**config.mk**
```make
export PLATFORM = sky130hd
export DESIGN_NAME = odd_permute_pipe
export DESIGN_NICKNAME = d
export VERILOG_FILES = /design/src/design/spu_pkg.sv /design/src/design/odd_permute_pipe.sv
export SDC_FILE = /design/constraint.sdc
export NUM_CORES = 1
export LEC_CHECK = 0
export BUFFER_PORTS_ARGS = -buffer_cell sky130_fd_sc_hd__buf_4
export CORE_ASPECT_RATIO = 0.5
export CORE_MARGIN = 2
export CORE_UTILIZATION = 25
export CTS_BUF_LIST = sky130_fd_sc_hd__clkbuf_8
export DETAILED_ROUTE_END_ITERATION = 7
export PLACE_DENSITY = 0.52
export SKIP_CTS_REPAIR_TIMING = 1
export SYNTH_ARGS = -nofsm -noshare
export SYNTH_HDL_FRONTEND = slang
export SYNTH_SLANG_ARGS = --single-unit
```
**constraint.sdc**
```tcl
create_clock -name clk -period 30.4 [get_ports clk]
set_input_delay 6.08 -clock clk [delete_from_list [all_inputs] [get_ports clk]]
set_output_delay 6.08 -clock clk [all_outputs]
set_load 0.01 [all_outputs]
```
**src/design/spu_pkg.sv**
```systemverilog
package spu_pkg;

	localparam int data_width = 128;
	localparam int reg_count = 128;
	localparam int reg_addr_width = 7;

	// cycles from accept to register write
	localparam int even_latency = 2;
	localparam int odd_latency = 4;

	localparam logic [10:0] op_a = 11'b00011000000;
	localparam logic [10:0] op_and = 11'b00011000001;
	localparam logic [10:0] op_or = 11'b00001000001;
	localparam logic [10:0] op_xor = 11'b01001000001;
	localparam logic [10:0] op_shlqbyi = 11'b00111111111;
	localparam logic [10:0] op_nop = 11'b01000000001;
	localparam logic [7:0] op_ai = 8'b00011100;

	typedef struct packed {
		logic [10:0] op;
		logic [reg_addr_width-1:0] rb;
		logic [reg_addr_width-1:0] ra;
		logic [reg_addr_width-1:0] rt;
	} rr_t;

	typedef struct packed {
		logic [7:0] op;
		logic signed [9:0] imm;
		logic [reg_addr_width-1:0] ra;
		logic [reg_addr_width-1:0] rt;
	} ri10_t;

	// ra and rt sit in the same bits in both forms
	typedef union packed {
		rr_t rr;
		ri10_t ri10;
	} instr_u;

	typedef enum logic [2:0] {
		exec_nop,
		exec_add,
		exec_add_imm,
		exec_and,
		exec_or,
		exec_xor,
		exec_shift_bytes
	} exec_op_t;

	typedef struct packed {
		logic valid;
		exec_op_t op;
		logic [reg_addr_width-1:0] rt;
		logic [data_width-1:0] opnd_a;
		logic [data_width-1:0] opnd_b;
		logic signed [9:0] imm10;
	} issue_t;

	typedef struct packed {
		logic valid;
		logic [reg_addr_width-1:0] addr;
		logic [data_width-1:0] data;
	} wb_t;

endpackage

```
**src/design/odd_permute_pipe.sv**
```systemverilog
`timescale 1ns/1ps

module odd_permute_pipe import spu_pkg::*;
(
	input logic clk,
	input logic reset,
	input issue_t issue,
	output wb_t wb
);

	logic [data_width-1:0] result;
	logic [7:0] shift_bits;
	logic take;
	wb_t stage_q [odd_latency];

	// byte count to bit count, 16 bytes or more clears the word
	assign shift_bits = {issue.imm10[4:0], 3'b000};
	assign take = issue.valid && issue.op == exec_shift_bytes;
	assign result = take ? (issue.opnd_a << shift_bits) : '0;

	always_ff @(posedge clk or posedge reset)
	begin
		if (reset)
		begin
			for (int i = 0; i < odd_latency; i++)
				stage_q[i] <= '0;
		end
		else
		begin
			stage_q[0] <= '{valid: take, addr: issue.rt, data: result};
			for (int i = 1; i < odd_latency; i++)
				stage_q[i] <= stage_q[i-1];
		end
	end

	assign wb = stage_q[odd_latency-1];

endmodule

```
== Yosys cells after proc, flatten, opt, wreduce, memory -nomap -nowiden ==
Cells that the tools add are included.
Operators by class
  bitwise logic cells: 0
  muxes and demuxes: 1
  reductions and logical operators: 1
  add/sub/neg operators: 0
  shift operators: 1
  div/mod/pow operators: 0
  eq/ne operators: 1
  $lt $le $gt $ge: 0
  multipliers: 0
Operators by type and width (count)
  $mux 128: 1
  $shl 128x8->128: 1
  $eq 3x3->1 const B: 1
  $logic_and 1x1->1: 1
Word-level totals
  word-level logic and storage cells: 16
  flip-flop bits (word level): 544
  RAM bits: 0
  memories: 0
  bits in read-only memories: 0
  latch bits: 0

== Logic depth before layout (Yosys ltp) ==
Gate-level depths: netlist of the first run.
  depth after elaboration: 3
  gate-level depth with buffers: 8
  depth with buffers taken out: 4

== Worst setup path before layout of the first run ==
OpenSTA, ideal clock, no wires.
  path kind: input-to-reg
  start: input issue[0] (netlist name)
  end: register stage_q[472] (netlist name)
  setup time: 0.121 ns
  stages: 5
  buffers on the path: 2
  data required time: 30.279 ns
  data arrival time: 7.313 ns
  setup slack: 22.966 ns
  cells stage by stage: buf_4 > inv_2 > buf_2 > mux4_2 > a22o_1
Between the ends
  word-level cells in the longest chain between the ends: 2
Ends and longest elaborated chain
  from (decl): RTL line odd_permute_pipe.sv:7  | input issue_t issue,
  $shl 128x8->128: RTL line odd_permute_pipe.sv:19  | assign result = take ? (issue.opnd_a << shift_bits) : '0;
  $mux 128: RTL line odd_permute_pipe.sv:19
  via result[64]: RTL line odd_permute_pipe.sv:11  | logic [data_width-1:0] result;
  to (signal, indexed assignment): RTL line odd_permute_pipe.sv:32  | stage_q[i] <= stage_q[i-1];
  to (decl): RTL line odd_permute_pipe.sv:14  | wb_t stage_q [odd_latency];
The timed path passes the listed nets, and every way through them passes these cells.

== Worst setup path after layout of the first run ==
  start: input issue[2] (netlist name)
  end: register stage_q[518] (netlist name)
The elaborated chain is that of the path after synthesis.

==> flow_metrics.py, run 1 <==
metrics = {
    "status": {
        "status": "complete, no violations",
    },
    "cells_and_area": {
        "nets": 1794,
        "layout_commonest_cell": "dfrtp_1",
        "area_growth_pct": 19.9,
        "multi_input_area_mm2": 0.00497,
        "fin_util_pct": 30.2,
        "layout_common_cells": "544 x dfrtp_1, 299 x buf_4, 109 x clkbuf_8, 94 x nor2_1, 92 x mux2i_1",
        "finalInstanceArea_mm2": 0.0240,
        "drive_gt1_share_pct": 35.4,
        "nFillCells": 7946,
        "regArea_mm2": 0.0136,
    },
    "critical_path": {
        "reg2reg_from": "stage_q[494]",
        "cp_data_required_time_ps": 30790,
        "startpoint": "issue[2]",
        "critPathKind": "in -> reg",
        "rr_endpoint": "stage_q[358]",
        "cp-end-kind": "flop",
        "crit_path_max_fanout": 53,
        "crit_arrival_ps": 8950,
        "r2r_slack_ps": 29790,
        "critPathCapture": "stage_q[518]",
        "r2r_cells": 0,
        "start_kind": "input port",
    },
    "clocking": {
        "cts-root-buf": "clkbuf_8",
        "numCtsBuffers": 86,
        "tritoncts": "built",
        "cts.sinks": 544,
        "cts_max_path_buffers": 3,
        "clk_pin_slew_worst_paths_ps": 60,
        "insertion_delay_ps": 670,
        "cts_max_level": 3,
    },
    "synthesis": {
        "yosys_warnings": 0,
        "syn_area_mm2": 0.0200,
        "syn_nets": 1613,
        "synthDistinctLibCells": 46,
        "syn_inst": 1334,
        "synth_seq_area_share_pct": 68.0,
        "syn_area_per_cell_um2": 15.0,
        "synth-edff-count": 0,
        "synthFlopType": "dfrtp_1",
        "ys_seq_elements": 544,
        "async_flop_share_pct": 100,
    },
    "route": {
        "vias": 11100,
        "drtAntennaViolNets": 0,
        "wl_per_cell_um": 20.7,
        "first_pass_iters": 5,
        "route.detailed.drc": 0,
        "dr.first_iter.drc_count": 749,
        "totalWireLength_um": 54600,
        "viasPerCell": 4.21,
    },
    "place": {
        "globalplace.congestion": 0.865,
        "dp_hpwl_um": 37400,
        "place_area_mm2": 0.0222,
        "pre_cts_slack_ps": 21210,
        "port_buffers": 281,
    },
    "floorplan": {
        "initial_utilization_pct": 25.2,
        "ios": 415,
        "die_area_mm2": 0.0825,
        "rows": 73,
        "die_w_um": 404,
        "fp.dieH_um": 204,
        "core_mm2": 0.0794,
    },
    "sta": {
        "period_share_pct": 28.2,
        "slew_headroom_pct": 18.5,
        "fmax_ghz": 0.117,
        "final.min_clock_period_ps": 8560,
        "setup_violations": 0,
        "final.setup.tns_ps": 0,
        "finalWorstSetupSlack_ps": 21840,
        "tightest_slew_ps": 1220,
        "rsz0062_at_grt": "no",
        "report.final.slew_viol_count": 0,
        "skew_ps": 17.8,
        "finalHoldViolations": 0,
    },
    "power_and_ir_drop": {
        "ir_drop_v": 0.0000303,
        "p_per_area_mw_per_mm2": 61.5,
        "power_mw": 1.48,
        "power.leakage_nw": 12.0,
    },
    "global_route": {
        "grt_pass1_vias": 11700,
        "grt_max_degree": 123,
        "grt_antenna_before_repair": 10,
        "grt_pass1_wl_um": 79400,
        "track_usage_pct": 13.2,
        "overflow": 0,
    },
    "job": {
        "maxCapViolations": 0,
    },
    "worst_hold_path": {
        "hp-class": "reg -> reg",
    },
}
[critical path: stages]
cell and delay (ps):
buf_4 480, buf_4 720, nand2b_1 730, nor2_1 110
a221oi_1 380, o221ai_1 420
[flip-flops by register name, indices dropped and copies added (netlist names)]
| register | flops |
|---|---|
| wb | 136 |
| stage_q | 408 |
[how the worst min path moves through the flow]
stage            startpoint           end  slack, ps  cells past startpoint
3_3_place_gp   stage_q[528]  stage_q[392]        330                      0
4_1_cts        stage_q[182]        wb[46]        330                      0
5_1_grt        stage_q[315]  stage_q[179]        340                      0
3_5_place_dp   stage_q[287]  stage_q[151]        330                      0
6_report       stage_q[182]        wb[46]        330                      0
2_1_floorplan  stage_q[272]  stage_q[136]        330                      0
[final cells by class]
type                    instances  area share (%)
diodes                         11           0.115
flip-flops and latches        544            56.7
clock inverters                45            1.27
clock buffers                 109            6.25
repair buffers                300            9.40
multi-input cells             579            20.7
well taps                    1050            5.47
inverters                       4          0.0938
[synthesized netlist by cell type, types with 4 or more instances]
master | count | area share [%]
a22oi_1 | 11 | 0.41
mux4_2 | 54 | 6.1
nor2_1 | 94 | 1.8
a221o_1 | 8 | 0.40
or4_1 | 7 | 0.26
and2_1 | 6 | 0.19
mux2i_1 | 92 | 4.6
o21ai_1 | 5 | 0.12
o21ai_0 | 36 | 0.90
o22a_1 | 4 | 0.18
a2bb2oi_1 | 9 | 0.39
buf_2 | 20 | 0.50
o221ai_1 | 28 | 1.2
a22o_1 | 14 | 0.61
clkbuf_1 | 25 | 0.47
nand3_1 | 19 | 0.48
buf_6 | 8 | 0.45
mux2_2 | 47 | 2.6
buf_1 | 4 | 0.075
and3_1 | 9 | 0.28
a21oi_1 | 20 | 0.50
o211ai_1 | 7 | 0.26
mux2_4 | 15 | 1.1
nand2_1 | 70 | 1.3
dfrtp_1 | 544 | 68
buf_4 | 149 | 5.6
[through the flow]
step	hold WS [ps]	instances
finish	334	2642
global route	337	2640
CTS	330	2631
detailed placement	335	2477
global placement	331	2477
floorplan	331	1334
[routing by layer]
| layer | up-vias | share of wire, % | GRT usage [%] |
|---|---|---|---|
| li1 | 4907 | - | - |
| met1 | 5865 | 39 | 15.6 |
| met2 | 259 | 53 | 23.1 |
| met3 | 97 | 3.8 | 2.79 |
| met4 | 0 | 3.7 | 6.16 |
| met5 | - | 0 | 0 |
[power by group]
part / switching (mW) / internal [mW]
clock network: 0.281 / 0.350
logic: 0.0644 / 0.0474
registers: 0.00209 / 0.731
total: 0.348 / 1.13
[logic make-up after synthesis]
kind of cell    synth area share [%]
flops                           68.0
buf+inv                         7.23
compound gates                  5.29
mux                             14.6
simple gates                    4.91
No activity file was read; power rests on OpenSTA's default activity.
==> run 2, diff against run 1 <==
==> constraint.sdc (replaced) <==
create_clock -name clk -period 8.75 [get_ports clk]
set_input_delay 1.75 -clock clk [delete_from_list [all_inputs] [get_ports clk]]
set_output_delay 1.75 -clock clk [all_outputs]
set_load 0.01 [all_outputs]
==> run 2 against run 1 <==
  * Register-to-register slack worse by 22000 ps
  * Clock power rose to 3.3 times the previous value
  * Design area down 0.44%
  * Flip-flop and latch count unchanged
  * Utilization down 0.13 points
  * Hold slack worse by 12 ps
  * Die area unchanged
  * Critical path type unchanged
  * Global-route usage down 0.38 points
  * First-iteration DRC count up 21%
  * Via count up 1.1%
  * Worst setup slack worse by 17000 ps
  * Sequential share of layout area up 0.25 points
==> flow_metrics.py, run 2 (synthesis gave the netlist of run 1 again) <==
metrics = {
    "status": {
        "status": "complete, no violations",
    },
    "floorplan": {
        "rows": 73,
        "core_mm2": 0.0794,
        "die_w_um": 404,
        "die_area_mm2": 0.0825,
        "fp.dieH_um": 204,
        "initial_utilization_pct": 25.2,
        "ios": 415,
    },
    "cells_and_area": {
        "largest_reg_flops": 408,
        "regArea_mm2": 0.0136,
        "nets": 1788,
        "multi_input_area_mm2": 0.00497,
        "nFillCells": 7984,
        "layout_commonest_cell": "dfrtp_1",
        "area_growth_pct": 19.4,
        "layout_common_cells": "544 x dfrtp_1, 293 x buf_4, 102 x clkbuf_8, 94 x nor2_1, 92 x mux2i_1",
        "finalInstanceArea_mm2": 0.0239,
        "drive_gt1_share_pct": 34.5,
        "largest_register": "stage_q",
    },
    "critical_path": {
        "cp_cell_sequence": "buf_6 -> buf_4 -> nor3_1 -> and3_1 -> a22o_1",
        "r2r_slack_ps": 8130,
        "worst_path_largest_cell_delay_ps": 1130,
        "crit_arrival_ps": 4830,
        "critPathKind": "in -> reg",
        "startpoint": "issue[0]",
        "crit_path_max_fanout": 81,
        "reg2reg_from": "stage_q[505]",
        "r2r_cells": 0,
        "cp_data_required_time_ps": 9330,
        "critPathCapture": "stage_q[478]",
        "start_kind": "input port",
        "cp-end-kind": "flop",
        "critPathSlowestCell": "nor3_1",
        "rr_endpoint": "stage_q[369]",
    },
    "clocking": {
        "cts.sinks": 544,
        "cts-root-buf": "clkbuf_8",
        "numCtsBuffers": 84,
        "clk_pin_slew_worst_paths_ps": 70,
        "insertion_delay_ps": 680,
        "cts_max_level": 3,
        "tritoncts": "built",
        "cts_max_path_buffers": 3,
    },
    "global_route": {
        "grt_max_degree": 184,
        "overflow": 0,
        "met1_usage_pct": 15.2,
        "grt_pass1_wl_um": 77500,
        "grt_antenna_before_repair": 11,
        "track_usage_pct": 12.8,
        "grt-busiest-layer": "met2",
        "grt_pass1_vias": 11600,
        "use_met2_pct": 22.1,
        "met3_usage_pct": 2.83,
    },
    "worst_hold_path": {
        "hp-class": "reg -> reg",
    },
    "sta": {
        "period_share_pct": 48.6,
        "skew_ps": 26.5,
        "final.min_clock_period_ps": 4250,
        "rsz0062_at_grt": "no",
        "setup_violations": 0,
        "fmax_ghz": 0.235,
        "fin_hold_ws_ps": 322,
        "finalHoldViolations": 0,
        "slew_headroom_pct": 11.3,
        "tightest_slew_ps": 1320,
        "report.final.slew_viol_count": 0,
    },
    "power_and_ir_drop": {
        "p_switching_mw": 1.20,
        "clkPwrFrac_pct": 41.7,
        "p_comb_share_pct": 7.6,
        "ir_drop_v": 0.0000962,
        "p_per_area_mw_per_mm2": 211,
        "pwr-share-seq_pct": 50.6,
        "sw_frac_of_total_pct": 23.9,
        "power.leakage_nw": 12.0,
        "internal_power_mw": 3.83,
    },
    "route": {
        "dr.first_iter.drc_count": 907,
        "totalWireLength_um": 53300,
        "route.detailed.drc": 0,
        "vias": 11200,
        "first_pass_iters": 5,
        "viasPerCell": 4.27,
        "wl_per_cell_um": 20.2,
        "drtAntennaViolNets": 0,
    },
    "place": {
        "globalplace.congestion": 0.864,
        "dp_hpwl_um": 35900,
        "place_area_mm2": 0.0222,
        "port_buffers": 281,
    },
    "job": {
        "maxCapViolations": 0,
    },
}
run 2: cell count changes in the layout (fill, tap and decap cells not counted), sizes merged:
cell / change
inv: +7
bufinv: -1
clkinv: -1
clkinvlp: -2
clkbuf: -7
diode: -2
buf: -4
run 2: worst min path at each step:
stage,startpoint,to,slack [ps],cells past startpoint
3_3_place_gp,stage_q[333],stage_q[197],330,0
2_1_floorplan,stage_q[272],stage_q[136],330,0
5_1_grt,stage_q[464],stage_q[328],330,0
6_report,stage_q[141],wb[5],320,0
3_5_place_dp,stage_q[274],stage_q[138],330,0
4_1_cts,stage_q[141],wb[5],330,0
run 2: critical path, delay by kind of cell:
family | cells | cell delay (ps)
buffers and inverters | 2 | 800
and+or+nand+nor | 2 | 1900
AOI/OAI and AO/OA | 1 | 290
run 2: layout make-up:
| type | count | area share, % |
|---|---|---|
| Antenna cell | 9 | 0.0942 |
| Clock buffer | 102 | 5.87 |
| Clock inverter | 48 | 1.28 |
| Inverter | 4 | 0.0785 |
| Multi-Input combinational cell | 579 | 20.8 |
| Sequential cell | 544 | 57.0 |
| Tap cell | 1050 | 5.50 |
| Timing Repair Buffer | 296 | 9.42 |
run 2: through the flow:
stage | instances | setup slack (ps) | total power [mW] | utilization (%) | setup TNS (ps)
after floorplan | 1334 | -400 | 2.84 | - | -217560
after detailed placement | 2473 | 3880 | 2.98 | 27.9 | 0
final | 2632 | 4500 | 5.03 | 30.1 | 0
after global placement | 2473 | 3910 | 2.98 | 27.9 | 0
after CTS | 2623 | 4600 | 5.12 | 30.1 | 0
after global routing | 2632 | 4460 | 5.27 | 30.1 | 0
run 2: layer usage:
metal / up-vias / part of all wire (%)
met5: - / 0
met4: 0 / 3.8
met3: 108 / 4.9
met2: 350 / 52
met1: 5896 / 39
li1: 4892 / -
run 2: power by group through the flow:
stage               combinational [mW]  clock, mW  sequential (mW)
floorplan                        0.248          0             2.59
global placement                 0.386          0             2.59
detailed placement               0.385          0             2.59
CTS                              0.387       2.18             2.55
global route                     0.418       2.30             2.55
finish                           0.384       2.10             2.55
