### config.mk
export PLATFORM = sky130hd
export DESIGN_NAME = even_fixed_pipe
export DESIGN_NICKNAME = d
export VERILOG_FILES = /design/src/design/spu_pkg.sv /design/src/design/even_fixed_pipe.sv
export SDC_FILE = /design/constraint.sdc
export NUM_CORES = 1
export LEC_CHECK = 0
export BUFFER_PORTS_ARGS = -buffer_cell sky130_fd_sc_hd__buf_2
export CAP_MARGIN = 20
export CORE_ASPECT_RATIO = 0.7
export CORE_MARGIN = 5
export CORE_UTILIZATION = 52
export DETAILED_ROUTE_END_ITERATION = 10
export PLACE_DENSITY = 0.75
export SETUP_SLACK_MARGIN = 0.5
export SLEW_MARGIN = 15
export SYNTH_ARGS = -nofsm -noshare
export SYNTH_HDL_FRONTEND = slang
export SYNTH_SLANG_ARGS = --single-unit
### constraint.sdc
create_clock -name clk -period 14.8 [get_ports clk]
set_input_delay 2.96 -clock clk [delete_from_list [all_inputs] [get_ports clk]]
set_output_delay 2.96 -clock clk [all_outputs]
set_load 0.02 [all_outputs]
### src/design/spu_pkg.sv
package spu_pkg;

	localparam int data_width = 128;
	localparam int reg_count = 128;
	localparam int reg_addr_width = 7;

	// cycles from accept to register write
	localparam int even_latency = 2;
	localparam int odd_latency = 4;

	localparam logic [10:0] op_a = 11'b00011000000;
	localparam logic [10:0] op_and = 11'b00011000001;
	localparam logic [10:0] op_or = 11'b00001000001;
	localparam logic [10:0] op_xor = 11'b01001000001;
	localparam logic [10:0] op_shlqbyi = 11'b00111111111;
	localparam logic [10:0] op_nop = 11'b01000000001;
	localparam logic [7:0] op_ai = 8'b00011100;

	typedef struct packed {
		logic [10:0] op;
		logic [reg_addr_width-1:0] rb;
		logic [reg_addr_width-1:0] ra;
		logic [reg_addr_width-1:0] rt;
	} rr_t;

	typedef struct packed {
		logic [7:0] op;
		logic signed [9:0] imm;
		logic [reg_addr_width-1:0] ra;
		logic [reg_addr_width-1:0] rt;
	} ri10_t;

	// ra and rt sit in the same bits in both forms
	typedef union packed {
		rr_t rr;
		ri10_t ri10;
	} instr_u;

	typedef enum logic [2:0] {
		exec_nop,
		exec_add,
		exec_add_imm,
		exec_and,
		exec_or,
		exec_xor,
		exec_shift_bytes
	} exec_op_t;

	typedef struct packed {
		logic valid;
		exec_op_t op;
		logic [reg_addr_width-1:0] rt;
		logic [data_width-1:0] opnd_a;
		logic [data_width-1:0] opnd_b;
		logic signed [9:0] imm10;
	} issue_t;

	typedef struct packed {
		logic valid;
		logic [reg_addr_width-1:0] addr;
		logic [data_width-1:0] data;
	} wb_t;

endpackage

### src/design/even_fixed_pipe.sv
`timescale 1ns/1ps

module even_fixed_pipe import spu_pkg::*;
(
	input logic clk,
	input logic reset,
	input issue_t issue,
	output wb_t wb
);

	logic [data_width-1:0] result;
	logic [31:0] imm_word;
	wb_t stage_q [even_latency];

	assign imm_word = {{22{issue.imm10[9]}}, issue.imm10};

	// word-wise, no carry across 32-bit lanes
	always_comb
	begin
		logic [31:0] a_w;
		logic [31:0] b_w;
		result = '0;
		for (int w = 0; w < data_width / 32; w++)
		begin
			a_w = issue.opnd_a[w*32 +: 32];
			b_w = issue.opnd_b[w*32 +: 32];
			case (issue.op)
				exec_add: result[w*32 +: 32] = a_w + b_w;
				exec_add_imm: result[w*32 +: 32] = a_w + imm_word;
				exec_and: result[w*32 +: 32] = a_w & b_w;
				exec_or: result[w*32 +: 32] = a_w | b_w;
				exec_xor: result[w*32 +: 32] = a_w ^ b_w;
				default: result[w*32 +: 32] = '0;
			endcase
		end
	end

	always_ff @(posedge clk or posedge reset)
	begin
		if (reset)
		begin
			for (int i = 0; i < even_latency; i++)
				stage_q[i] <= '0;
		end
		else
		begin
			stage_q[0] <= '{valid: issue.valid && issue.op != exec_nop, addr: issue.rt,
				data: result};
			for (int i = 1; i < even_latency; i++)
				stage_q[i] <= stage_q[i-1];
		end
	end

	assign wb = stage_q[even_latency-1];

endmodule

# Word level (Yosys, flattened, before mapping)
# Index checks and enable logic that the tools add are counted.
dict set report totals {
  reg_bits 272
  out_inout_bits 136
  inputBits 279
  wordCells 37
}
dict set report classes {
  add_sub_neg 8
  mux 4
  bitwise 12
  n_eq_ne 5
  n_reduce_logical 2
}
# operator n
set ops {}
lappend ops {{$pmux 32 s5} 4}
lappend ops {{$add 32x32->32} 8}
lappend ops {{$and 32x32->32} 4}
lappend ops {{$or 32x32->32} 4}
lappend ops {{$xor 32x32->32} 4}
lappend ops {{$eq 3x2->1 const B} 2}
lappend ops {{$eq 3x3->1 const B} 2}
lappend ops {{$eq 3x1->1 const B} 1}
lappend ops {{$reduce_bool 3->1} 1}
lappend ops {{$logic_and 1x1->1} 1}

# Depth between registers and ports, before layout
# Gate-level depths: netlist of run 1.
dict set report logic_depth {
  word_depth 2
  depth_mapped 19
  ltp_nobuf 16
}

# Worst setup path after synthesis of run 1
# Ideal clock, no wire load.
dict set report synth_path {
  path_type {in2reg}
  start {in issue[274] in the netlist's numbering}
  end {reg stage_q[198] in the netlist's numbering}
  t_required_ns 14.671
  cell_stages 19
  setup_time_ns 0.129
  setup_slack_ns 7.923
  arrival_time_ns 6.749
  path_buffers 4
  path_cell_list {clkbuf_1 -> nand2b_1 -> nor2_1 -> and2_1 -> clkbuf_1 -> clkbuf_1 -> buf_1 -> a21o_1 -> ha_1 -> a21o_1 -> a21o_1 -> a21o_1 -> a221o_1 -> a21oi_2 -> o21ai_1 -> a2111o_1 -> a31oi_1 -> xor2_1 -> o21ai_1}
}
dict set report synth_via {
  elab_chain_len 2
  elab_cells_between_ends 6
  classes_between {5 x eq/ne; 1 x mux}
}
# element line_no
set synth_lines {}
lappend synth_lines {{start: declaration} even_fixed_pipe.sv:7} ;# input issue_t issue,
lappend synth_lines {{$eq 3x3->1, or another cell as far along} even_fixed_pipe.sv:27} ;# case (issue.op)
lappend synth_lines {{$pmux 32 s5 *} even_fixed_pipe.sv:27}
lappend synth_lines {{via result[62]} even_fixed_pipe.sv:11} ;# logic [data_width-1:0] result;
lappend synth_lines {{end signal: indexed assignment} even_fixed_pipe.sv:50} ;# stage_q[i] <= stage_q[i-1];
lappend synth_lines {{end: declaration} even_fixed_pipe.sv:13} ;# wb_t stage_q [even_latency];
# The timed path passes the listed nets; every way through them passes the cells marked *.

# Final worst setup path of run 1
dict set report layout_path {
  start {in issue[274] in the netlist's numbering}
  end {reg stage_q[263] in the netlist's numbering}
}
# Same word-level chain as after synthesis.

==> impl_metrics.ini, run 1 <==
[setup_path]
crit_chain = buf_2 > nand2b_1 > nor2_4 > buf_4 > nand2_1 > o21ai_0 > ha_1 > a211oi_1 > o21ai_0 > a41oi_1 > nor2_1 > a41o_1 > o311a_1 > o21ai_1 > xnor2_1 > a22oi_1 > o21ai_0
cp_slowest_stage_delay_ns = 0.62
startpoint_type = primary input
critPathRequiredTime_ns = 15.24
timing.critical_path.mode_cell = o21ai_0
worstPathArrival_ns = 7.78
path_class = primary input to flop
worstPathMaxFanout = 49
cp-end-kind = flop
cpMaxStageDelayCell = a211oi_1

[synthesis]
yosys_warnings = 0
synth_edf_count = 0
synth_area_per_cell_um2 = 8.92
synthFlopType = dfrtp_1
ys_ff_latch = 272
syn-num-nets = 3211
ys_types = 76
ys_seq_area_share_pct = 30.3
netlist_area_um2 = 22500
async_flop_share_pct = 100
synth_cells = 2520

[cts]
cts_sinks = 272
root_buffer = clkbuf_16
clk_latency_ns = 0.59
clkTransAtPathRegs_ns = 0.07
cts_setup_buffers = 0
cts.path.max_buffers = 3
h-tree-depth = 1
ctsResizeCount = 0
cts_inserted_buffers = 29
ctsHoldBuffers = 0
cts_tree = done

[layout]
layout.cells.non_filler = 3339
drive_above_1_share_pct = 18.4
nets = 3429
multi_input_area_um2 = 13300
nFillCells = 3725
synthToLayoutAreaGrowth_pct = 11.6
final-seq-area_um2 = 6810

[floorplanning]
dieHeight_um = 184
core-area_um2 = 42600
fp-row-count = 63
top_level_ports = 415
die_w_um = 258
start_util_pct = 52.8
die_area_um2 = 47500

[timing]
rsz0062_at_grt = no
fmax_ghz = 0.136
timing.setup.tns_ns = 0
hold_viol = 0
skew_ns = 0.0213
max_slew_margin_pct = 24.8
drv_slew = 0
period_minus_slack_ns = 7.34
post-route-period-util_pct = 49.6
setup_viol = 0
worst_pin_slew_ns = 1.13

[routing]
wl_um = 68000
viasPerCell = 5.78
postRouteAntennaNets = 0
wl_per_cell_um = 20.4
first_pass_iters = 6
drt_iter0_markers = 1757
drc = 0
via_count = 19300

[grt]
antenna_found_initial = 38
overflow = 0
grt_usage_pct = 27.6
grt_pass1_wl_um = 106000
grt_max_degree = 124
grt_pass1_vias = 19300

[placement]
port_buffers = 414
dpl.hpwl_um = 51200
gp_congestion = 0.927
dp_cells = 3258

[power_and_ir_drop]
vdd.ir_drop.worst_v = 0.000120
power_density_nw_per_um2 = 96.9
power.leakage_nw = 13.9

[min_path]
hold_class = flop to flop

[run]
max_cap_viol_count = 0

[status]
status = finished, final reports clean
[cells by family (layout without fill, tap and decap cells)]
group                      after synthesis  count (layout)  share of synthesized area [%]
adders and majority gates              412             412                           23.1
xor gates and xnor gates               119             119                           4.64
and+or+nand+nor                        369             369                           7.43
AOI/OAI and AO/OA                      829             829                           23.4
DFF                                    272             272                           30.3
buffers and inverters                  511             752                           10.8
muxes                                    8               8                          0.379
other                                    0              26                              0
[worst paths after layout]
| kind | start | end | slack (ns) | depth (start not counted) |
|---|---|---|---|---|
| max in group asynchronous | reset | stage_q[161]$_DFF_PP0_ | 10.68 | 3 |
| setup / recovery | issue[274] | stage_q[263]$_DFF_PP0_ | 7.46 | 17 |
| hold / removal | stage_q[186]$_DFF_PP0_ | wb[50]$_DFF_PP0_ | 0.34 | 0 |
| setup reg to reg | stage_q[213]$_DFF_PP0_ | wb[77]$_DFF_PP0_ | 14.23 | 0 |
| hold reg to reg | stage_q[186]$_DFF_PP0_ | wb[50]$_DFF_PP0_ | 0.34 | 0 |
| min in group asynchronous | reset | wb[40]$_DFF_PP0_ | 2.48 | 2 |
[layer usage]
layer,GRT usage (%),wire length [µm],vias to the layer above
met4,11.5,2920,20
met1,36.9,28900,9290
li1,-,-,9045
met5,0,154,-
met2,44.6,30900,779
met3,5.03,5110,176
[per-stage QoR]
step | hold slack, ns | setup WS [ns] | utilization (%) | power (mW) | cell area [µm²]
2_1_floorplan | 0.331 | 4.34 | - | 1.45 | 22500
3_3_place_gp | 0.331 | 7.13 | 56.3 | 1.62 | 24000
3_5_place_dp | 0.335 | 7.03 | 56.3 | 1.64 | 24000
4_1_cts | 0.335 | 7.66 | 58.7 | 2.44 | 25000
5_1_grt | 0.347 | 7.24 | 58.9 | 2.57 | 25100
6_report | 0.336 | 7.46 | 58.9 | 2.43 | 25100
[Yosys cell counts (5+ instances only)]
master    instances  area [µm²]
nor2b_1          17         106
a31oi_1          19         119
buf_1            11        41.3
a221o_1           6        60.1
nand3_1          19        95.1
xnor2_1          58         508
inv_1           271        1020
nand4_1           6        37.5
o31ai_1           9        67.6
dfrtp_1         272        6810
buf_4           136        1020
o21bai_1         15         113
and2_1            6        37.5
o211ai_1         11        82.6
a21oi_1         126         631
or2_2             7        43.8
clkbuf_1         93         349
nor3_1           11        55.1
xor2_1           61         534
a21o_1          143        1070
nand2_1         192         721
a22oi_1         116         871
nand2b_1         18         113
and4_1            6        52.6
o21ai_0         300        1500
o21ai_1           8        40.0
a211oi_1         11        82.6
o22ai_1          11        68.8
ha_1            408        5100
nor2_1           61         229
a21boi_0          5        37.5
and3_1           11        68.8
[flip-flops by register name (all words and copies together) (netlist names)]
name / cells
wb: 136
stage_q: 136
[power breakdown]
group          internal (mW)  switching [mW]
Sequential             0.844          0.0353
Clock                  0.461           0.326
Combinational          0.289           0.474
[critical path: cells and delay by family]
family	cells	cell delay (ns)
AO/OA/AOI/OAI	9	2.82
buffers and inverters	2	0.84
AND/OR/NAND/NOR	4	0.73
adder cells (fa/ha/maj)	1	0.31
XOR/XNOR	1	0.10
[cell usage in the layout, fill, tap and decap left out, types with 6 or more instances in the layout]
| cell | instances |
|---|---|
| and4_1 | 6 |
| o211ai_1 | 11 |
| nand3_1 | 19 |
| clkbuf_1 | 7 |
| a221o_1 | 6 |
| a211oi_1 | 11 |
| inv_1 | 270 |
| a31oi_1 | 19 |
| a21o_1 | 143 |
| o21ai_1 | 8 |
| nand4_1 | 6 |
| xnor2_1 | 58 |
| clkinv_2 | 7 |
| nor2_1 | 59 |
| a21oi_1 | 126 |
| a22oi_1 | 116 |
| clkbuf_16 | 29 |
| o21ai_0 | 300 |
| xor2_1 | 61 |
| ha_1 | 408 |
| o31ai_1 | 9 |
| diode_2 | 26 |
| o21bai_1 | 15 |
| buf_4 | 12 |
| o22ai_1 | 11 |
| nor2b_1 | 16 |
| dfrtp_1 | 272 |
| or2_2 | 7 |
| buf_2 | 413 |
| nand2b_1 | 16 |
| and3_1 | 11 |
| nand2_1 | 192 |
| nor3_1 | 11 |
[layout make-up]
| cell class | instances | share of cell area [%] |
|---|---|---|
| well taps | 552 | 2.75 |
| diodes | 26 | 0.260 |
| flip-flops and latches | 272 | 27.1 |
| multi-input cells | 1737 | 53.0 |
| clock buffers | 38 | 3.11 |
| repair buffers | 427 | 8.77 |
| clock inverters | 16 | 0.918 |
| inverters | 271 | 4.09 |
No activity file was read; power rests on OpenSTA's default activity.
==> run 2, diff against run 1 <==
--- a/config.mk
+++ b/config.mk
@@ -11,7 +11,7 @@
 export CORE_MARGIN = 5
 export CORE_UTILIZATION = 52
 export DETAILED_ROUTE_END_ITERATION = 10
-export PLACE_DENSITY = 0.75
+export PLACE_DENSITY = 0.78
 export SETUP_SLACK_MARGIN = 0.5
 export SLEW_MARGIN = 15
 export SYNTH_ARGS = -nofsm -noshare
==> constraint.sdc (replaced) <==
create_clock -name clk -period 6 [get_ports clk]
set_input_delay 1.2 -clock clk [delete_from_list [all_inputs] [get_ports clk]]
set_output_delay 1.2 -clock clk [all_outputs]
set_load 0.02 [all_outputs]
==> impl_metrics.ini, run 2 (synthesized netlist as in run 1, its figures left out) <==
[layout]
layout.cells.non_filler = 3346
final_util_pct = 59.3
design_area_um2 = 25200
drive_above_1_share_pct = 18.8
final_common_cell = buf_2
final_cell_mix = buf_2, ha_1, o21ai_0
nets = 3439
synthToLayoutAreaGrowth_pct = 12.4

[placement]
gp_congestion = 1.02
place_area_um2 = 24100
port_buffers = 414
dp_cells = 3268
place_ws_ns = 0.471
dpl.hpwl_um = 53600

[grt]
grt_pass1_wl_um = 109000
grt_usage_pct = 28.7
overflow = 0
antenna_found_initial = 31
grt_pass1_vias = 19500
grt_max_degree = 160

[timing]
rsz0062_at_grt = no
drv_slew = 0
timing.setup.tns_ns = 0
period_minus_slack_ns = 5.14
hold_ws_ns = 0.338
post-route-period-util_pct = 85.6
max_slew_margin_pct = 29.2
worst_pin_slew_ns = 1.06
timing.final.ws_setup_ns = 0.863
hold_viol = 0
fmax_ghz = 0.195
skew_ns = 0.0144
setup_viol = 0

[routing]
drt_iter0_markers = 1569
wl_um = 70600
via_count = 19500
postRouteAntennaNets = 0
viasPerCell = 5.83
wl_per_cell_um = 21.1
first_pass_iters = 5
drc = 0

[floorplanning]
die_w_um = 258
start_util_pct = 52.8
die_area_um2 = 47500
core-area_um2 = 42600
top_level_ports = 415
fp-row-count = 63
dieHeight_um = 184

[setup_path]
timing.critical_path.mode_cell = a21oi_1
cpMaxStageDelayCell = and2_4
startpoint_type = primary input
r2r_setup_slack_ns = 5.44
critPathRequiredTime_ns = 6.43
worstPathArrival_ns = 5.57
path_class = primary input to flop
reg2reg_to = wb[23]$_DFF_PP0_
cp-end-kind = flop
worstPathMaxFanout = 46
cp_num_buf_inv = 2
cp_slowest_stage_delay_ns = 0.63
worst-r2r-cell-count = 0
crit_chain = buf_2 > nand2b_1 > nor2_4 > and2_4 > buf_4 > a21o_1 > ha_1 > a21oi_1 > o21ai_0 > a221oi_1 > nor2_1 > a21oi_1 > a31oi_1 > a211o_1 > a21oi_1 > xor2_1 > o21ai_0
crit_family = compound AO/OA/AOI/OAI gates
timing.rr.start = stage_q[159]$_DFF_PP0_

[power_and_ir_drop]
power.leakage_nw = 13.9
switching_share_pct = 34.2
p_seq_share_pct = 35.3
vdd.ir_drop.worst_v = 0.000238
p_comb_share_pct = 31.1
p_int_mw = 4.05
clock_power_share_pct = 33.6
power_density_nw_per_um2 = 244
totalPowerFinal_mw = 6.15
p_sw_mw = 2.10

[cts]
h-tree-depth = 1
cts.path.max_buffers = 3
cts_sinks = 272
ctsResizeCount = 0
cts_tree = done
clkTransAtPathRegs_ns = 0.07
cts_inserted_buffers = 30
clk_latency_ns = 0.58
ctsHoldBuffers = 0
root_buffer = clkbuf_16
cts_setup_buffers = 0

[status]
status = finished, final reports clean

[run]
max_cap_viol_count = 0

[min_path]
worstHoldStart = stage_q[150]$_DFF_PP0_
hold_class = flop to flop
whs_path_depth = 0
hold_end = wb[14]$_DFF_PP0_
[run 2: worst max-delay path by stage]
| stage | startpoint | to | depth (start not counted) |
|---|---|---|---|
| after global placement | issue[275] | stage_q[166]$_DFF_PP0_ | 17 |
| final | issue[275] | stage_q[166]$_DFF_PP0_ | 17 |
| after global routing | issue[275] | stage_q[166]$_DFF_PP0_ | 17 |
| after floorplan | issue[274] | stage_q[198]$_DFF_PP0_ | 19 |
| after detailed placement | issue[275] | stage_q[166]$_DFF_PP0_ | 17 |
| after CTS | issue[275] | stage_q[166]$_DFF_PP0_ | 17 |
[run 2: cell type report]
| type | instances | area (µm²) |
|---|---|---|
| timing repair buffer | 436 | 2300 |
| antenna | 25 | 62.6 |
| fill | 3726 | 17300 |
| sequential | 272 | 6810 |
| multi-input combinational | 1737 | 13300 |
| inverter | 271 | 1020 |
| clock inverter | 19 | 309 |
| tap | 552 | 691 |
| clock buffer | 34 | 786 |
[run 2: power groups by stage]
stage | Sequential (mW) | Clock, mW | Combinational [mW]
after CTS | 2.17 | 2.11 | 1.89
after floorplan | 2.16 | 0 | 1.42
after detailed placement | 2.20 | 0 | 1.88
final | 2.17 | 2.06 | 1.91
after global placement | 2.20 | 0 | 1.82
after global routing | 2.19 | 2.19 | 2.11
[run 2: routing by layer]
metal | up-vias | part of all wire [%] | GRT usage, %
li1 | 9068 | - | -
met1 | 9412 | 42 | 38.7
met2 | 840 | 46 | 45.8
met3 | 188 | 8.0 | 5.64
met4 | 12 | 4.1 | 11.4
met5 | - | 0.11 | 0
