[config.mk]
export PLATFORM = sky130hd
export DESIGN_NAME = issue_unit
export DESIGN_NICKNAME = d
export VERILOG_FILES = /design/src/design/spu_pkg.sv /design/src/design/issue_unit.sv
export SDC_FILE = /design/constraint.sdc
export NUM_CORES = 1
export LEC_CHECK = 0
export BUFFER_PORTS_ARGS = -buffer_cell sky130_fd_sc_hd__clkbuf_2
export CAP_MARGIN = 20
export CORE_AREA = 5 5 559 561
export CTS_CLUSTER_SIZE = 40
export DETAILED_ROUTE_END_ITERATION = 6
export DIE_AREA = 0 0 564 566
export GPL_TIMING_DRIVEN = 1
export PLACE_DENSITY = 0.33
export SETUP_SLACK_MARGIN = 0.3
export SYNTH_ARGS = -nofsm -noshare
export SYNTH_HDL_FRONTEND = slang
export SYNTH_SLANG_ARGS = --single-unit
export TNS_END_PERCENT = 5
[constraint.sdc]
create_clock -name clk -period 5.1 [get_ports clk]
set_input_delay 0.51 -clock clk [delete_from_list [all_inputs] [get_ports clk]]
set_output_delay 0.51 -clock clk [all_outputs]
set_load 0.02 [all_outputs]
[src/design/spu_pkg.sv]
package spu_pkg;

	localparam int data_width = 128;
	localparam int reg_count = 128;
	localparam int reg_addr_width = 7;

	// cycles from accept to register write
	localparam int even_latency = 2;
	localparam int odd_latency = 4;

	localparam logic [10:0] op_a = 11'b00011000000;
	localparam logic [10:0] op_and = 11'b00011000001;
	localparam logic [10:0] op_or = 11'b00001000001;
	localparam logic [10:0] op_xor = 11'b01001000001;
	localparam logic [10:0] op_shlqbyi = 11'b00111111111;
	localparam logic [10:0] op_nop = 11'b01000000001;
	localparam logic [7:0] op_ai = 8'b00011100;

	typedef struct packed {
		logic [10:0] op;
		logic [reg_addr_width-1:0] rb;
		logic [reg_addr_width-1:0] ra;
		logic [reg_addr_width-1:0] rt;
	} rr_t;

	typedef struct packed {
		logic [7:0] op;
		logic signed [9:0] imm;
		logic [reg_addr_width-1:0] ra;
		logic [reg_addr_width-1:0] rt;
	} ri10_t;

	// ra and rt sit in the same bits in both forms
	typedef union packed {
		rr_t rr;
		ri10_t ri10;
	} instr_u;

	typedef enum logic [2:0] {
		exec_nop,
		exec_add,
		exec_add_imm,
		exec_and,
		exec_or,
		exec_xor,
		exec_shift_bytes
	} exec_op_t;

	typedef struct packed {
		logic valid;
		exec_op_t op;
		logic [reg_addr_width-1:0] rt;
		logic [data_width-1:0] opnd_a;
		logic [data_width-1:0] opnd_b;
		logic signed [9:0] imm10;
	} issue_t;

	typedef struct packed {
		logic valid;
		logic [reg_addr_width-1:0] addr;
		logic [data_width-1:0] data;
	} wb_t;

endpackage

[src/design/issue_unit.sv]
`timescale 1ns/1ps

module issue_unit import spu_pkg::*;
(
	input logic clk,
	input logic reset,
	input instr_u instr_a,
	input instr_u instr_b,
	input logic pair_valid,
	input wb_t even_wb,
	input wb_t odd_wb,
	input logic [3:0][data_width-1:0] rd_data,
	output logic pair_stall,
	output logic [3:0][reg_addr_width-1:0] rd_addr,
	output issue_t even_issue,
	output issue_t odd_issue
);

	typedef struct packed {
		exec_op_t op;
		logic to_even;
		logic to_odd;
		logic uses_a;
		logic uses_b;
		logic writes;
		logic [reg_addr_width-1:0] rt;
		logic [reg_addr_width-1:0] ra;
		logic [reg_addr_width-1:0] rb;
		logic signed [9:0] imm10;
	} dec_t;

	dec_t dec_a;
	dec_t dec_b;
	logic [reg_count-1:0] pending;
	logic first_done;
	logic busy_a;
	logic busy_b;
	logic same_pipe;
	logic depends;
	logic go_a;
	logic go_b;

	// unknown words fall through as nop
	function automatic dec_t decode(input instr_u w);
		dec_t d;
		d = '0;
		d.op = exec_nop;
		d.rt = w.rr.rt;
		d.ra = w.rr.ra;
		d.rb = w.rr.rb;
		if (w.ri10.op == op_ai)
		begin
			d.op = exec_add_imm;
			d.imm10 = w.ri10.imm;
			d.to_even = 1'b1;
			d.uses_a = 1'b1;
			d.writes = 1'b1;
		end
		else
		begin
			case (w.rr.op)
				op_a, op_and, op_or, op_xor:
				begin
					d.op = (w.rr.op == op_a) ? exec_add :
						(w.rr.op == op_and) ? exec_and :
						(w.rr.op == op_or) ? exec_or : exec_xor;
					d.to_even = 1'b1;
					d.uses_a = 1'b1;
					d.uses_b = 1'b1;
					d.writes = 1'b1;
				end
				op_shlqbyi:
				begin
					// byte count is the low nibble of the rb field
					d.op = exec_shift_bytes;
					d.imm10 = {6'b0, w.rr.rb[3:0]};
					d.to_odd = 1'b1;
					d.uses_a = 1'b1;
					d.writes = 1'b1;
				end
				op_nop: d.op = exec_nop;
				default: d.op = exec_nop;
			endcase
		end
		return d;
	endfunction

	function automatic logic is_busy(input dec_t d, input logic [reg_count-1:0] pend);
		return (d.uses_a && pend[d.ra]) || (d.uses_b && pend[d.rb]) ||
			(d.writes && pend[d.rt]);
	endfunction

	function automatic issue_t make_issue(input dec_t d, input logic [data_width-1:0] a,
		input logic [data_width-1:0] b);
		issue_t s;
		s.valid = 1'b1;
		s.op = d.op;
		s.rt = d.rt;
		s.opnd_a = a;
		s.opnd_b = b;
		s.imm10 = d.imm10;
		return s;
	endfunction

	assign dec_a = decode(instr_a);
	assign dec_b = decode(instr_b);

	assign rd_addr[0] = dec_a.ra;
	assign rd_addr[1] = dec_a.rb;
	assign rd_addr[2] = dec_b.ra;
	assign rd_addr[3] = dec_b.rb;

	assign busy_a = is_busy(dec_a, pending);
	assign busy_b = is_busy(dec_b, pending);

	// pair has to split
	assign same_pipe = (dec_a.to_even && dec_b.to_even) || (dec_a.to_odd && dec_b.to_odd);
	assign depends = dec_a.writes && ((dec_b.uses_a && dec_b.ra == dec_a.rt) ||
		(dec_b.uses_b && dec_b.rb == dec_a.rt) || (dec_b.writes && dec_b.rt == dec_a.rt));

	// younger word never passes the older one
	assign go_a = pair_valid && !first_done && !busy_a;
	assign go_b = pair_valid && !busy_b && (first_done || (go_a && !same_pipe && !depends));
	assign pair_stall = pair_valid && !go_b;

	always_comb
	begin
		even_issue = '0;
		odd_issue = '0;
		if (go_a && dec_a.to_even)
			even_issue = make_issue(dec_a, rd_data[0], rd_data[1]);
		else if (go_b && dec_b.to_even)
			even_issue = make_issue(dec_b, rd_data[2], rd_data[3]);
		if (go_a && dec_a.to_odd)
			odd_issue = make_issue(dec_a, rd_data[0], rd_data[1]);
		else if (go_b && dec_b.to_odd)
			odd_issue = make_issue(dec_b, rd_data[2], rd_data[3]);
	end

	always_ff @(posedge clk or posedge reset)
	begin
		if (reset)
		begin
			first_done <= 1'b0;
		end
		else if (go_b)
		begin
			first_done <= 1'b0;
		end
		else if (go_a)
		begin
			first_done <= 1'b1;
		end
	end

	// scoreboard, clear on writeback and set on dispatch
	always_ff @(posedge clk or posedge reset)
	begin
		if (reset)
		begin
			pending <= '0;
		end
		else
		begin
			if (even_wb.valid)
				pending[even_wb.addr] <= 1'b0;
			if (odd_wb.valid)
				pending[odd_wb.addr] <= 1'b0;
			if (even_issue.valid)
				pending[even_issue.rt] <= 1'b1;
			if (odd_issue.valid)
				pending[odd_issue.rt] <= 1'b1;
		end
	end

endmodule

### Word-level counts from Yosys, hierarchy flattened

Index checks and enable logic that the tools add are counted.

| storage, ports and cells | value |
|---|---|
| word-level logic and storage cells | 139 |
| input port bits | 851 |
| latch bits | 0 |
| memory bits (writable) | 0 |
| ROM bits | 0 |
| output and inout bits | 583 |
| memories | 0 |
| register bits after elaboration | 129 |

| cells by class | value |
|---|---|
| add/sub/neg operators | 0 |
| mux-type cells | 56 |
| bitwise operators | 6 |
| reduce and logical (&&, ||, !) cells | 46 |
| multiply operators | 0 |
| divide/modulo/power cells | 0 |
| shift operators | 0 |
| equal/unequal tests | 15 |
| $lt $le $gt $ge | 14 |

Operators with widths:

| kind | count |
|---|---|
| $mux W277 | 4 |
| $mux W128 | 4 |
| $and A128 B128 Y128 | 2 |
| $not A128 Y128 | 2 |
| $or A128 B128 Y128 | 2 |
| $lt A7 B8 Y1 const B | 10 |
| $eq A11 B8 Y1 const B | 4 |
| $bmux W1 S7 | 6 |
| $demux W1 S7 | 4 |
| $ge A7 B1 Y1 const B | 4 |
| $logic_and A1 B1 Y1 | 27 |
| $mux W1 | 26 |
| $eq A11 B10 Y1 const B | 2 |
| $eq A11 B7 Y1 const B | 2 |
| $eq A11 B9 Y1 const B | 2 |
| $eq A7 B7 Y1 | 3 |
| $mux W10 | 2 |
| $eq A8 B5 Y1 const B | 2 |
| $mux W4 | 4 |
| $mux W3 | 4 |
| $pmux W3 S2 | 2 |
| $reduce_or A5 Y1 | 2 |
| $logic_or A1 B1 Y1 | 8 |
| $reduce_or A4 Y1 | 2 |
| 2 further kinds | 7 |

### Longest topological paths before layout

Gate-level depths: netlist of the first run.

| logic depth | value |
|---|---|
| word-level depth | 24 |
| gate-level depth with buffers | 18 |
| gate-level depth less buffers | 12 |

### Least setup slack after synthesis of the first run

OpenSTA, ideal clock, no wires.

| timing path | value |
|---|---|
| path type | input -> output |
| from | input port instr_a[0] (netlist bit) |
| to | output port even_issue[273] (netlist bit) |
| path slack | 0.516 ns |
| cell stages on the path | 13 |
| buffers on the path | 4 |
| arrival time | 4.074 ns |
| data required time | 4.590 ns |
| cells stage by stage | buf_4 -> buf_2 -> mux4_2 -> mux2i_1 -> mux2i_1 -> a2111oi_1 -> o211a_1 -> a32oi_1 -> o21bai_1 -> buf_4 -> nand2_1 -> clkbuf_1 -> o41ai_1 |

RTL lines:

| item | line | RTL |
|---|---|---|
| start: declaration | issue_unit.sv:7 | `input instr_u instr_a,` |
| end: declaration | issue_unit.sv:15 | `output issue_t even_issue,` |

==> flow_metrics.tcl, run 1 <==
set metrics [dict create \
    synth_simple_gate_area_share 0.149 \
    fp.coreArea_um2 307000 \
    skew_ns 0.00974 \
    finalWorstSetupSlack_ns -0.0595 \
    place_area_um2 36400 \
    synth_edf_count 0 \
    clk_pin_slew_worst_paths_ns 0.06 \
    nNetsFinal 4650 \
    hp-class "in2async" \
    synth_area_leaders "a22o_1, mux4_2, dfrtp_1" \
    p_leak_nw 17.6 \
    cp.required_ns 4.59 \
    globalplace.congestion 1.00 \
    die-area_um2 319000 \
    rsz0062_at_grt "yes" \
    cts_tree "yes" \
    status "finished with violations" \
    die_w_um 564 \
    start_kind "flop" \
    pin_count 1434 \
    violations "negative setup slack" \
    overflow 0 \
    crit_chain "mux4_2 > a22oi_2 > nand3_2 > buf_6 > a2111o_1 > nor4bb_1 > or4_4 > nor4_2 > nand2_1 > buf_12 > o41ai_2 > clkbuf_2" \
    whs_ns 0.202 \
    synth_ff_type "dfrtp_1" \
    grt_pass1_vias 31400 \
    path_class "reg2out" \
    layout_common_cells "clkbuf_2, buf_4, a22o_1" \
    drive_above_1_share 0.578 \
    clock_sinks 129 \
    h-tree-depth 4 \
    dp_hpwl_um 377000 \
    max_freq_ghz 0.194 \
    finalHoldViolCount 0 \
    critPathArrivalTime_ns 4.65 \
    cp.buffers_inverters 3 \
    cts.root.buffer_cell "clkbuf_16" \
    finalMaxSlewViolations 0 \
    ys_types 87 \
    startpoint "pending[89]$_DFF_PP0_" \
    vias 34600 \
    synth-xor-area-share 0.00887 \
    antenna_left 0 \
    synth.avg_cell_area_um2 8.82 \
    grt_antenna_before_repair 433 \
    clock_latency_ns 0.45 \
    synth_top_family_by_area "compound AO/OA/AOI/OAI gates" \
    ys_seq_area_frac 0.156 \
    io_buffer_count 1170 \
    finalSetupViolations 1 \
    grt_start_max_net_pins 60 \
    cts_buffers 17 \
    rows 204 \
    synth_top_cell_by_area "a22o_1" \
    crit_family "simple AND/OR/NAND/NOR gates" \
    period_share 1.01 \
    first_pass_iters 6 \
    drcViolationCount 0 \
    drt-vias-per-instance 4.25 \
    synth_fa_ha_area_frac 0 \
    drt_iter0_markers 4714 \
    ir_worst_vdd_uv 224 \
    cp-end-kind "output port" \
    synth_top_area_frac 0.225 \
    async_flop_share 1.00 \
    tightest_slew_ns 1.28 \
    yosysWarnings 0 \
    wl_per_cell_um 51.9 \
    r2r_start "pending[11]$_DFF_PP0_" \
    synthMuxAreaShare 0.215 \
    drt_wl_total_um 423000 \
    areaGrowthSynthToFinish_pct 107 \
    grt_pass1_wl_um 493000 \
    design_area_um2 43000 \
    cpPeakStageDelay_ns 0.55 \
    synth_cells 2352 \
    final_common_cell "clkbuf_2" \
    finalSetupTns_ns -0.0595 \
    grt_use_total 0.250 \
    synth-compound-area-share 0.397 \
    clock_path_buffers 2 \
    p_per_area_nw_per_um2 88.0 \
    netlist_area_um2 20700 \
    maxCapViolCount 0 \
    min_period_ns 5.16 \
    slowest_stage "nor4_2" \
    start_util 0.0675 \
    cp_max_fo 11 \
    fp.dieH_um 566 \
    ys_seq_elements 129 \
    slew_headroom 0.149 \
]
layout make-up:
cell class,count,area (um^2)
clock buffers,18,439
repair buffers,1731,15700
well taps,4120,5150
clock inverters,14,235
flip-flops and latches,129,3240
multi-input cells,1897,17700
inverters,23,88.8
diodes,211,528
fillers,35200,264000
state kept, by name (all words and copies together), names as in the netlist:
name and cells:
first_done 1, pending 128
final timing paths:
| path | end | slack [ns] | cells past startpoint |
|---|---|---|---|
| worst min-delay path | pending[81]$_DFF_PP0_ | 0.20 | 2 |
| worst max-delay path | even_issue[273] | -0.06 | 12 |
| worst max register to register | pending[8]$_DFF_PP0_ | 0.43 | 17 |
| max in group asynchronous | pending[122]$_DFF_PP0_ | 3.76 | 3 |
| worst min register to register | pending[107]$_DFF_PP0_ | 0.58 | 2 |
| min in group clk | pending[86]$_DFF_PP0_ | 0.55 | 4 |
metal layers:
layer  GRT usage  part of all wire  vias to the layer above
li1            -                 -                    12900
met1       0.243              0.31                    17500
met2       0.445              0.49                     2858
met3       0.108              0.13                     1031
met4       0.134             0.073                      240
met5           0            0.0038                        -
report_power, final:
group / switching, mW / internal (mW) / leakage [nW]
clock: 0.535 / 0.928 / 0.324
sequential: 0.0104 / 1.03 / 1.79
combinational: 0.834 / 0.453 / 15.5
total: 1.38 / 2.41 / 17.6
through the flow:
| step | std cells | setup WS (ns) | total power, mW | utilization |
|---|---|---|---|---|
| final | 8143 | -0.0595 | 3.79 | 0.140 |
| after global routing | 8046 | -0.0387 | 3.88 | 0.139 |
| after global placement | 7823 | -0.413 | 2.26 | 0.118 |
| after floorplan | 2358 | 0.516 | 1.47 | - |
| after CTS | 7907 | -0.0132 | 3.76 | 0.131 |
| after detailed placement | 7827 | -0.395 | 2.26 | 0.119 |
repair_timing:
| action | 4_1_cts | 5_1_grt |
|---|---|---|
| endpoints found under the setup margin | 554 | 546 |
| gates cloned | 18 | 11 |
| pin swaps | 94 | 166 |
| buffers inserted | 30 | 13 |
| hold buffers | 0 | 0 |
| gates resized for setup | 575 | 688 |
cell usage after synthesis (11+ instances only):
cell	number
nand4_1	41
nand2b_1	24
clkbuf_1	149
nor2b_1	40
buf_4	46
o221ai_1	82
mux2i_1	77
mux4_2	156
xor2_1	13
buf_2	106
a22oi_1	122
nand3_1	65
o21ai_0	52
nand2_1	215
a31oi_1	34
a21oi_1	35
and3_1	11
nor3_1	34
mux2_2	15
nor2_1	76
nor4_1	22
o211ai_1	43
or2_2	11
inv_1	20
a22o_1	533
dfrtp_1	129
o22ai_1	11
cell families (layout without fill, tap and decap cells):
| group | Yosys count | in the layout |
|---|---|---|
| other | 1 | 218 |
| flip-flops | 129 | 129 |
| AND/OR/NAND/NOR | 610 | 610 |
| buffers and inverters | 332 | 1786 |
| XOR/XNOR | 21 | 21 |
| AO/OA/AOI/OAI | 1011 | 1011 |
| multiplexers | 248 | 248 |
No activity file was read; power rests on OpenSTA's default activity.
==> inputs of run 2 (changes only) <==
--- a/config.mk
+++ b/config.mk
@@ -7,13 +7,14 @@
 export LEC_CHECK = 0
 export BUFFER_PORTS_ARGS = -buffer_cell sky130_fd_sc_hd__clkbuf_2
 export CAP_MARGIN = 20
-export CORE_AREA = 5 5 559 561
+export CORE_AREA = 5 5 558 560
 export CTS_CLUSTER_SIZE = 40
 export DETAILED_ROUTE_END_ITERATION = 6
-export DIE_AREA = 0 0 564 566
+export DIE_AREA = 0 0 563 565
 export GPL_TIMING_DRIVEN = 1
 export PLACE_DENSITY = 0.33
 export SETUP_SLACK_MARGIN = 0.3
+export SLEW_MARGIN = 30
 export SYNTH_ARGS = -nofsm -noshare
 export SYNTH_HDL_FRONTEND = slang
 export SYNTH_SLANG_ARGS = --single-unit
==> run 2 against run 1 <==
- the run still ends with negative setup slack left
- final cell count down 0.20%
- clock power down 8%
- register-to-register slack worse by 0.04 ns
- die area down 0.35%
- first-iteration DRC count down 5.2%
- non-clock buffer count up 63
- routed wire length down 0.59%
- critical path type unchanged
- critical endpoint is now even_issue[162]
- largest cell class unchanged
- highest routed layer unchanged
==> flow_metrics.tcl, run 2 (synthesized netlist as in run 1, its figures left out) <==
set metrics [dict create \
    status "finished with violations" \
    violations "negative setup slack" \
    antenna_left 0 \
    areaGrowthSynthToFinish_pct 109 \
    cts_tree "yes" \
    clock_sinks 129 \
    drive_above_1_share 0.570 \
    grt_pass1_wl_um 490000 \
    start_util 0.0679 \
    cp_max_fo 8 \
    cpPeakStageDelay_ns 0.53 \
    fp.coreArea_um2 305000 \
    h-tree-depth 4 \
    final_common_cell "clkbuf_2" \
    period_share 1.01 \
    highest_layer "met5" \
    finalHoldViolCount 0 \
    largest_registers "pending: 128 flops, first_done: 1 flops" \
    grt_start_max_net_pins 94 \
    place_inst 7886 \
    cts.root.buffer_cell "clkbuf_16" \
    vias 34700 \
    crit_chain "buf_4 > mux4_2 > nor2_1 > a2111oi_0 > buf_4 > a2111oi_2 > buf_4 > or3b_1 > a32oi_1 > o21ba_2 > buf_4 > nor2_4 > buf_12 > buf_16 > buf_12 > buf_16 > a22o_4 > buf_12 > buf_12" \
    overflow 0 \
    drt-vias-per-instance 4.27 \
    rsz0062_at_grt "yes" \
    seqPwrFrac 0.280 \
    skew_ns 0.0153 \
    power.internal_mw 2.31 \
    clock_path_buffers 2 \
    wl_per_cell_um 51.7 \
    cts_buffers 17 \
    grt_pass1_vias 31600 \
    p_leak_nw 17.8 \
    dp_hpwl_um 379000 \
    fill_cells 34900 \
    largest_register_ffs 128 \
    layout_common_cells "clkbuf_2, buf_4, a22o_1" \
    finalNonFillerCells 8127 \
    cp-end-kind "output port" \
    slew_headroom 0.283 \
    die-area_um2 318000 \
    pin_count 1434 \
    holdBufCountCts 0 \
    drt_iter0_markers 4469 \
    wl_met2_um 209000 \
    drt_wl_total_um 420000 \
    first_pass_iters 6 \
    final_util 0.142 \
    start_kind "flop" \
    clk_pin_slew_worst_paths_ns 0.07 \
    tightest_slew_ns 1.07 \
    power_switching_mw 1.38 \
    p_per_area_nw_per_um2 85.0 \
    grt_use_total 0.250 \
    p_clk_frac 0.364 \
    min_period_ns 5.17 \
    slowest_stage "dfrtp_1" \
    io_buffer_count 1170 \
    die_w_um 563 \
    grt_antenna_before_repair 417 \
    finalMaxSlewViolations 0 \
    combPwrFrac 0.356 \
    top_register "pending" \
    hp-class "in2async" \
    nNetsFinal 4713 \
    finalWorstSetupSlack_ns -0.0747 \
    p_sw_frac 0.374 \
    finalSetupViolations 32 \
    critPathArrivalTime_ns 4.66 \
    drcViolationCount 0 \
    wl_met3_um 52300 \
    rows 203 \
    globalplace.congestion 1.00 \
    path_class "reg2out" \
    ir_worst_vdd_uv 158 \
    cp.required_ns 4.59 \
    maxCapViolCount 0 \
    max_freq_ghz 0.193 \
    drt-met1-wl_um 130000 \
    fp.dieH_um 565 \
    clock_latency_ns 0.46 \
]
## run 2: cell types whose count changed in the layout (fill, tap and decap cells not counted), sizes merged
cell      delta
bufinv       -2
diode       -59
bufbuf       -2
clkinv       +2
clkbuf      -36
inv          -2
buf        +104
clkinvlp     -1
## run 2: critical path, delay by kind of cell (launching register included)
kind,cells,cell delay (ns)
muxes,1,0.24
and+or+nand+nor,3,0.49
buffers and inverters,10,1.75
AOI/OAI and AO/OA,5,1.12
DFF,1,0.53
## run 2: layout make-up
cell class / count / area, um^2 / share of cell area
multi-input combinational: 1897 / 17300 / 0.399
clock buffer: 21 / 450 / 0.0104
timing repair buffer: 1794 / 16600 / 0.383
sequential: 129 / 3230 / 0.0744
tap: 4100 / 5130 / 0.118
antenna: 152 / 380 / 0.00876
inverter: 23 / 92.6 / 0.00213
clock inverter: 11 / 161 / 0.00372
## run 2: per-stage QoR
stage	worst slack (ns)	cell area (um^2)	total power, mW	setup TNS, ns	hold WS, ns
global route	-0.0911	43300	3.78	-3.42	0.108
floorplan	0.516	20800	1.47	0	0.528
CTS	-0.0932	41300	3.66	-3.62	0.316
detailed placement	-0.801	37200	2.29	-267.59	0.551
global placement	-0.896	37100	2.29	-347.43	0.563
finish	-0.0747	43400	3.69	-0.605	0.0559
## run 2: repair_timing
| item | in CTS | in global routing |
|---|---|---|
| endpoints found under the setup margin | 616 | 572 |
| gates resized for setup | 633 | 565 |
| setup buffers | 19 | 14 |
| pin swaps | 96 | 182 |
| gates cloned | 16 | 6 |
## run 2: worst paths after layout
kind / from / end / slack (ns) / depth (start not counted)
min in group clk: odd_wb[130] / pending[86]$_DFF_PP0_ / 0.55 / 4
max in group asynchronous: reset / pending[102]$_DFF_PP0_ / 3.76 / 4
worst min register to register: pending[33]$_DFF_PP0_ / pending[33]$_DFF_PP0_ / 0.57 / 2
worst max register to register: pending[15]$_DFF_PP0_ / pending[20]$_DFF_PP0_ / 0.39 / 14
worst min-delay path: reset / pending[27]$_DFF_PP0_ / 0.06 / 2
worst max-delay path: pending[84]$_DFF_PP0_ / even_issue[162] / -0.07 / 19
## run 2: power by group through the flow
stage / Clock [mW] / Sequential, mW / Combinational [mW]
finish: 1.34 / 1.03 / 1.31
global route: 1.40 / 1.03 / 1.35
CTS: 1.35 / 1.03 / 1.27
detailed placement: 0 / 1.05 / 1.24
global placement: 0 / 1.05 / 1.24
floorplan: 0 / 1.05 / 0.422
## run 2: per-layer routing
layer,up-vias,track usage
met1,17500,0.240
met2,2881,0.455
met3,1092,0.117
li1,13000,-
met4,238,0.107
met5,-,0
